### src/source/burst_map_settings.svh
// ~~~~~~~~~~~~~~~~~~~~~~~~~~~~~~~~~~~~~~~~
// Burst mapper settings
// Bus widths, memory depth, read latency and the alignment switch
// ~~~~~~~~~~~~~~~~~~~~~~~~~~~~~~~~~~~~~~~~

`ifndef BURST_MAP_SETTINGS_SVH
`define BURST_MAP_SETTINGS_SVH

// Word address width, one address per data word
`define BM_ADDR_WIDTH 8
`define BM_DATA_WIDTH 32

// Master bursts reach 32 beats, slave bursts stop at 4
`define BM_M_BURST_WIDTH 6
`define BM_S_BURST_WIDTH 3

// Set to 1 when every slave burst must sit on a multiple of its own size
`define BM_NATURAL_ALIGNMENT 1

// Cycles from an accepted read to its first data beat, at least 2
`define BM_READ_LATENCY 2
`define BM_MEM_WORDS 256

`endif

### src/source/avmm_bus_pkg.sv
// ~~~~~~~~~~~~~~~~~~~~~~~~~~~~~~~~~~~~~~~~
// Avalon bus types
// Vectors and master-side request and response structs
// ~~~~~~~~~~~~~~~~~~~~~~~~~~~~~~~~~~~~~~~~

`include "burst_map_settings.svh"

package avmm_bus_pkg;

    // Word address on both sides of the mapper
    typedef logic [`BM_ADDR_WIDTH-1:0] addr_t;

    typedef logic [`BM_DATA_WIDTH-1:0] data_t;

    // One enable bit per byte lane of the data word
    typedef logic [`BM_DATA_WIDTH/8-1:0] byteenable_t;

    // Master burst count, 1 up to 32 beats
    typedef logic [`BM_M_BURST_WIDTH-1:0] m_burst_t;

    // Command flit as issued by the master
    // Address and burstcount matter only on reads and on first write beats
    typedef struct packed
    {
        logic        read;
        logic        write;
        addr_t       address;
        m_burst_t    burstcount;
        data_t       writedata;
        byteenable_t byteenable;
    } avmm_req_t;

    // Read data returns one beat per readdatavalid pulse
    typedef struct packed
    {
        logic  readdatavalid;
        data_t readdata;
    } avmm_rsp_t;

endpackage

### src/source/burst_ctl_pkg.sv
// ~~~~~~~~~~~~~~~~~~~~~~~~~~~~~~~~~~~~~~~~
// Burst control types
// Slave burst count, slave request and gearbox states
// ~~~~~~~~~~~~~~~~~~~~~~~~~~~~~~~~~~~~~~~~

`include "burst_map_settings.svh"

package burst_ctl_pkg;

    import avmm_bus_pkg::*;

    // Slave burst count, 1 up to 4 beats
    typedef logic [`BM_S_BURST_WIDTH-1:0] s_burst_t;

    // Slave-side command, identical to the master flit except for burstcount
    typedef struct packed
    {
        logic        read;
        logic        write;
        addr_t       address;
        s_burst_t    burstcount;
        data_t       writedata;
        byteenable_t byteenable;
    } avmm_s_req_t;

    // Idle waits for a master request, split walks through its slave bursts
    typedef enum logic
    {
        gear_idle,
        gear_split
    } gear_state_e;

endpackage

### src/source/avmm_burst_mapper.sv
// ~~~~~~~~~~~~~~~~~~~~~~~~~~~~~~~~~~~~~~~~
// Avalon burst mapper
// Maps master bursts of up to 32 beats onto a slave limited to 4
// ~~~~~~~~~~~~~~~~~~~~~~~~~~~~~~~~~~~~~~~~

`timescale 1ns/1ps

module avmm_burst_mapper
    import avmm_bus_pkg::*;
    import burst_ctl_pkg::*;
(
    input  logic        clk,
    input  logic        reset,

    // Wide-burst master port
    input  avmm_req_t   m_req,
    output logic        m_waitrequest,
    output avmm_rsp_t   m_rsp,

    // Narrow-burst slave port
    output avmm_s_req_t s_req,
    input  logic        s_waitrequest,
    input  avmm_rsp_t   s_rsp
);

    // Gearbox handshakes and outputs
    logic     req_complete;
    logic     m_new_req;
    logic     s_accept_req;
    addr_t    gear_addr;
    s_burst_t gear_burstcount;

    // First-beat flags from the two write trackers
    logic m_wr_sop;
    logic s_wr_sop;

    // Registered command and data, one cycle behind master acceptance
    logic        s_read_q;
    logic        s_write_q;
    data_t       s_writedata_q;
    byteenable_t s_byteenable_q;

    // Write beats map one to one, so only a split read holds the master
    assign m_waitrequest = s_waitrequest || (s_read_q && !req_complete);

    // Reads and first write beats are the only flits that carry a burst
    assign m_new_req = (m_req.read || m_req.write) && !m_waitrequest && m_wr_sop;

    // A slave burst is taken on a read or a slave first write beat
    assign s_accept_req = (s_read_q || s_write_q) && !s_waitrequest && s_wr_sop;

    burst_count_gearbox gearbox_inst
    (
        .clk            (clk),
        .reset          (reset),
        .m_new_req      (m_new_req),
        .m_addr         (m_req.address),
        .m_burstcount   (m_req.burstcount),
        .s_accept_req   (s_accept_req),
        .s_req_complete (req_complete),
        .s_addr         (gear_addr),
        .s_burstcount   (gear_burstcount)
    );

    // Everything the gearbox does not hold moves forward whenever the
    // master is not stalled, and stays put under back-pressure
    always_ff @(posedge clk)
    begin
        if (!m_waitrequest)
        begin
            s_read_q <= m_req.read;
            s_write_q <= m_req.write;
            s_writedata_q <= m_req.writedata;
            s_byteenable_q <= m_req.byteenable;
        end

        if (reset)
        begin
            s_read_q <= 1'b0;
            s_write_q <= 1'b0;
        end
    end

    // Address and count are only valid on slave first beats
    // The slave tracker sits at a first beat between writes, which covers reads
    always_comb
    begin
        s_req.read = s_read_q;
        s_req.write = s_write_q;
        s_req.writedata = s_writedata_q;
        s_req.byteenable = s_byteenable_q;
        s_req.address = s_wr_sop ? gear_addr : '0;
        s_req.burstcount = s_wr_sop ? gear_burstcount : '0;
    end

    // Read responses carry no burst information and pass straight back
    assign m_rsp = s_rsp;

    // Master side tracker follows the wide bursts
    burst_sop_tracker m_sop_tracker_inst
    (
        .clk        (clk),
        .reset      (reset),
        .flit_valid (m_req.write && !m_waitrequest),
        .burstcount (m_req.burstcount),
        .sop        (m_wr_sop)
    );

    // Slave side tracker sees the narrow count widened to the master width
    burst_sop_tracker s_sop_tracker_inst
    (
        .clk        (clk),
        .reset      (reset),
        .flit_valid (s_write_q && !s_waitrequest),
        .burstcount (m_burst_t'(s_req.burstcount)),
        .sop        (s_wr_sop)
    );

endmodule

### src/source/burst_count_gearbox.sv
// ~~~~~~~~~~~~~~~~~~~~~~~~~~~~~~~~~~~~~~~~
// Burst count gearbox
// Splits one master burst into a run of legal slave bursts with addresses
// ~~~~~~~~~~~~~~~~~~~~~~~~~~~~~~~~~~~~~~~~

`timescale 1ns/1ps

`include "burst_map_settings.svh"

module burst_count_gearbox
    import avmm_bus_pkg::*;
    import burst_ctl_pkg::*;
(
    input  logic     clk,
    input  logic     reset,

    // Master side, sampled when a read or a first write beat is accepted
    input  logic     m_new_req,
    input  addr_t    m_addr,
    input  m_burst_t m_burstcount,

    // Slave side, one step per accepted slave burst
    input  logic     s_accept_req,
    output logic     s_req_complete,
    output addr_t    s_addr,
    output s_burst_t s_burstcount
);

    // Largest slave burst, 4 beats with a 3 bit count
    localparam int MaxSlaveBeats = 1 << (`BM_S_BURST_WIDTH - 1);

    gear_state_e state;

    // Start address and beats left of the slave burst now on offer
    addr_t    cur_addr;
    m_burst_t beats_left;

    // Size of the slave burst now on offer, widened to the master count
    m_burst_t next_beats;

    // Pick the size of the next slave burst from the address and the beats left
    always_comb
    begin
        next_beats = m_burst_t'(1);
        if (`BM_NATURAL_ALIGNMENT != 0)
        begin
            // Walk up the powers of two and keep the largest one that fits
            // Alignment to a size implies alignment to every smaller size
            for (int i = 0; i < `BM_S_BURST_WIDTH; i++)
            begin
                if ((m_burst_t'(1 << i) <= beats_left) &&
                    ((cur_addr & addr_t'((1 << i) - 1)) == '0))
                begin
                    next_beats = m_burst_t'(1 << i);
                end
            end
        end
        else
        begin
            // No alignment rule, just cap the remainder at the slave limit
            if (beats_left > m_burst_t'(MaxSlaveBeats))
                next_beats = m_burst_t'(MaxSlaveBeats);
            else
                next_beats = beats_left;
        end
    end

    assign s_addr = cur_addr;
    assign s_burstcount = s_burst_t'(next_beats);

    // The burst on offer covers everything that is left
    assign s_req_complete = (state == gear_split) && (next_beats == beats_left);

    always_ff @(posedge clk)
    begin
        case (state)
            gear_idle:
            begin
                if (m_new_req)
                begin
                    cur_addr <= m_addr;
                    beats_left <= m_burstcount;
                    state <= gear_split;
                end
            end

            gear_split:
            begin
                // A new master request may arrive in the same cycle as the
                // last slave burst is taken, so loading wins over advancing
                if (m_new_req)
                begin
                    cur_addr <= m_addr;
                    beats_left <= m_burstcount;
                end
                else if (s_accept_req)
                begin
                    cur_addr <= cur_addr + addr_t'(next_beats);
                    beats_left <= beats_left - next_beats;
                    if (s_req_complete)
                        state <= gear_idle;
                end
            end

            default:
            begin
                state <= gear_idle;
            end
        endcase

        if (reset)
        begin
            state <= gear_idle;
            beats_left <= '0;
        end
    end

endmodule

### src/source/burst_sop_tracker.sv
// ~~~~~~~~~~~~~~~~~~~~~~~~~~~~~~~~~~~~~~~~
// Write burst first-beat tracker
// Counts accepted write beats and flags the first beat of each burst
// ~~~~~~~~~~~~~~~~~~~~~~~~~~~~~~~~~~~~~~~~

`timescale 1ns/1ps

module burst_sop_tracker
    import avmm_bus_pkg::*;
(
    input  logic     clk,
    input  logic     reset,

    // One accepted write beat
    input  logic     flit_valid,
    // Only sampled on a first beat
    input  m_burst_t burstcount,
    output logic     sop
);

    // Beats still owed by the current write burst
    m_burst_t beats_left;

    // Nothing owed means the next accepted beat opens a new burst
    assign sop = (beats_left == '0);

    always_ff @(posedge clk)
    begin
        if (flit_valid)
        begin
            // The first beat counts itself, so one less is still to come
            if (sop)
                beats_left <= burstcount - m_burst_t'(1);
            else
                beats_left <= beats_left - m_burst_t'(1);
        end

        if (reset)
            beats_left <= '0;
    end

endmodule

### config.mk
export PLATFORM = sky130hd
export DESIGN_NAME = avmm_burst_mapper
export DESIGN_NICKNAME = d
export VERILOG_FILES = /design/src/source/avmm_bus_pkg.sv /design/src/source/burst_ctl_pkg.sv /design/src/source/avmm_burst_mapper.sv /design/src/source/burst_count_gearbox.sv /design/src/source/burst_sop_tracker.sv
export VERILOG_INCLUDE_DIRS = /design/src /design/src/source
export SDC_FILE = /design/constraint.sdc
export NUM_CORES = 1
export LEC_CHECK = 0
export BUFFER_PORTS_ARGS = -buffer_cell sky130_fd_sc_hd__buf_2
export CORE_ASPECT_RATIO = 1.2
export CORE_UTILIZATION = 46
export DETAILED_ROUTE_END_ITERATION = 16
export GPL_TIMING_DRIVEN = 0
export PLACE_DENSITY_LB_ADDON = 0.25
export SYNTH_ARGS = -nofsm -noshare
export SYNTH_HDL_FRONTEND = slang
export SYNTH_SLANG_ARGS = --single-unit
### constraint.sdc
create_clock -name clk -period 5.2 [get_ports clk]
set_clock_uncertainty 0.05 [all_clocks]
set_input_delay 0.26 -clock clk [delete_from_list [all_inputs] [get_ports clk]]
set_output_delay 0.26 -clock clk [all_outputs]
set_load 0.02 [all_outputs]
==> metrics.cfg <==
[die]
std_cell_rows=33
die_x_um=79.7
die_h_um=95.2
boundaryPins=171
design.core.area_um2=6900
dieArea_um2=7580
initial_utilization_pct=48.3

[global_route]
track_usage_pct=18.7
grt_max_degree=43
grt_pass1_vias=2451
grt_pass1_wl_mm=11.0
antenna_found_initial=0
grt.overflow.total=0

[sta]
fmax_mhz=269
setup_viol=0
slew_viol_final=0
post-route-period-util_pct=71.4
relSlewSlack_pct=54.4
worst_pin_slew_ps=679
tns_ps=0
hold_violations=0
rsz0062_at_grt=no
fin_crit_ps=3720

[finish]
antenna_cells=0
area_growth_pct=29.1
fin_cells=542
finalNetCount=548
drive_gt1_share_pct=45.1

[worst_setup_path]
required_ps=5140
criticalPathCategory=flop to flop
rrSetupSlack_ps=1480
critPathArrivalTime_ps=3660
max_stage_delay_ps=380
crit_path_start_kind=flop
crit_chain=nor4_1 > or3_1 > clkbuf_1 > nand2_1 > ha_1 > and4_1 > a21o_1 > clkbuf_2 > buf_12 > clkinv_1 > or2_2 > clkbuf_1 > nand2_1
endpoint_kind=flop
r2r-start=gearbox_inst.beats_left[3]
crit_fanout=42
startpoint=gearbox_inst.beats_left[3]
crit_slowest_cell=nor4_1

[routing]
first_pass_iters=4
ant_nets=0
drtIter0Drc=129
dr_total_vias=2739
routedWlPerCell_um=13.4
vias_per_cell=5.05
drcViolationCount=0
wl_mm=7.25

[min_path]
hold_class=primary input to flop
worstHoldStart=m_req[16]

[synth]
ys_async_sr_fraction_pct=0
avgSynthCellArea_um2=11.0
synthFlopType=edfxtp_1
synth_cell_type_count=52
syn_nets=401
yosys-top-cells-count=edfxtp_1, buf_4, dfxtp_1
synth_top_area_share_pct=39.7
synth_largest_area_cell=edfxtp_1
synth-edff-count=44
seq_area_frac_synth_pct=52.3
synth.area.top_cells=edfxtp_1, dfxtp_1, buf_4
synth_most_common_cell=edfxtp_1
synthCells=303
synth_area_um2=3330
yosysWarnings=0
ys_ff_latch=65

[clock_tree]
tritoncts=done
cts_made_buffers=9
clockRootBuffer=clkbuf_8
ctsResizeCount=0
cts_sinks=65
insertion_delay_ps=330
cts_max_path_buffers=2
clk_pin_slew_ps=70
postCtsHoldBufs=0
post_cts_buffers=0
ctsHtreeMaxLevel=3

[placement]
place_congestion=0.884
port_buffers=135
placed_cells=526
hpwl_mm=5.59

[power_and_ir_drop]
ir_drop_mv=0.201
powerDensity_nw_per_um2=359
p_leak_uw=0.00192

[run_status]
status=finished clean

[flow_run]
max_cap_violations=0

## layout make-up
| type | count | area [um^2] |
|---|---|---|
| inverters | 16 | 60.1 |
| fillers | 587 | 2600 |
| multi-input cells | 177 | 1220 |
| clock buffers | 10 | 128 |
| repair buffers | 136 | 696 |
| flip-flops and latches | 65 | 1740 |
| clock inverters | 6 | 35.0 |
| plain buffers | 45 | 309 |
| well taps | 87 | 109 |
## cell usage in the layout, fill, tap and decap left out, types with 2 or more instances in the layout
cell type and instances:
o31ai_1 6, a21o_1 2, o21ai_0 10, or2_2 3, o41ai_1 2, clkbuf_1 8
o21bai_1 2, clkinv_1 2, nand3b_1 2, or3_1 5, edfxtp_1 44, clkbuf_8 9
a31oi_1 5, ha_1 9, buf_4 35, dfxtp_1 21, clkinv_2 3, nor4_1 3
nor2_1 17, and3_1 10, mux2i_1 2, inv_1 15, xnor2_1 6, nor2b_1 3
xor2_1 5, buf_2 135, o211ai_1 3, nor3_1 13, a211oi_1 3, nand3_1 5
a311oi_1 5, nand2_1 12, a21oi_1 13, nand2b_1 3, mux2_2 10
## cells by family after synthesis
family | share of synthesized area, %
XOR/XNOR | 2.89
multiplexers | 3.99
buffers and inverters | 11.1
flip-flops | 52.3
adder cells (fa/ha/maj) | 3.99
AND/OR/NAND/NOR | 13.8
AO/OA/AOI/OAI | 11.9
## worst paths after layout
| check | endpoint | cells past startpoint |
|---|---|---|
| worst max-delay path | gearbox_inst.s_addr[6] | 13 |
| worst min-delay path | s_writedata_q[12] | 1 |
| worst max register to register | gearbox_inst.s_addr[6] | 13 |
| worst min register to register | s_sop_tracker_inst.beats_left[1] | 2 |
## state kept, by name (all words and copies together) (netlist names)
name and cells:
gearbox_inst.beats_left 6, gearbox_inst.s_addr 8, gearbox_inst.state 1, m_sop_tracker_inst.beats_left 6, s_byteenable_q 4, s_read_q 1
s_sop_tracker_inst.beats_left 6, s_write_q 1, s_writedata_q 32
## per-layer routing
metal	share of wire [%]	track usage [%]	up-vias
met3	7.6	3.16	7
met1	43	23.4	1227
met5	0	0	-
li1	-	-	1378
met2	48	32.0	127
met4	1.2	7.73	0
## per-stage QoR
step | worst slack (ps) | total power [uW] | cell area (um^2) | utilization [%] | hold slack, ps
after detailed placement | 1460 | 1190 | 4130 | 60.0 | 388
after global placement | -224 | 1180 | 4110 | 59.6 | 387
final | 1480 | 1540 | 4300 | 62.3 | 55.4
after floorplan | 778 | 1040 | 3330 | - | 309
after CTS | 1440 | 1560 | 4300 | 62.3 | 41.0
after global routing | 1160 | 1640 | 4300 | 62.3 | 39.6
## where the power goes
group | total (uW) | switching (uW) | leakage [uW] | internal [uW]
combinational | 533 | 313 | 0.00124 | 220
sequential | 651 | 35.7 | 0.000595 | 615
clock | 357 | 187 | 0.0000835 | 170
total | 1540 | 536 | 0.00192 | 1000
## worst max-delay path, delay by kind of cell, from the launching register on
kind	cells	cell delay [ps]
AO/OA/AOI/OAI	1	110
adder cells (fa/ha/maj)	1	300
AND/OR/NAND/NOR	6	1540
flip-flops	1	350
buffers and inverters	5	990
Power figures use the tool's default switching activity.
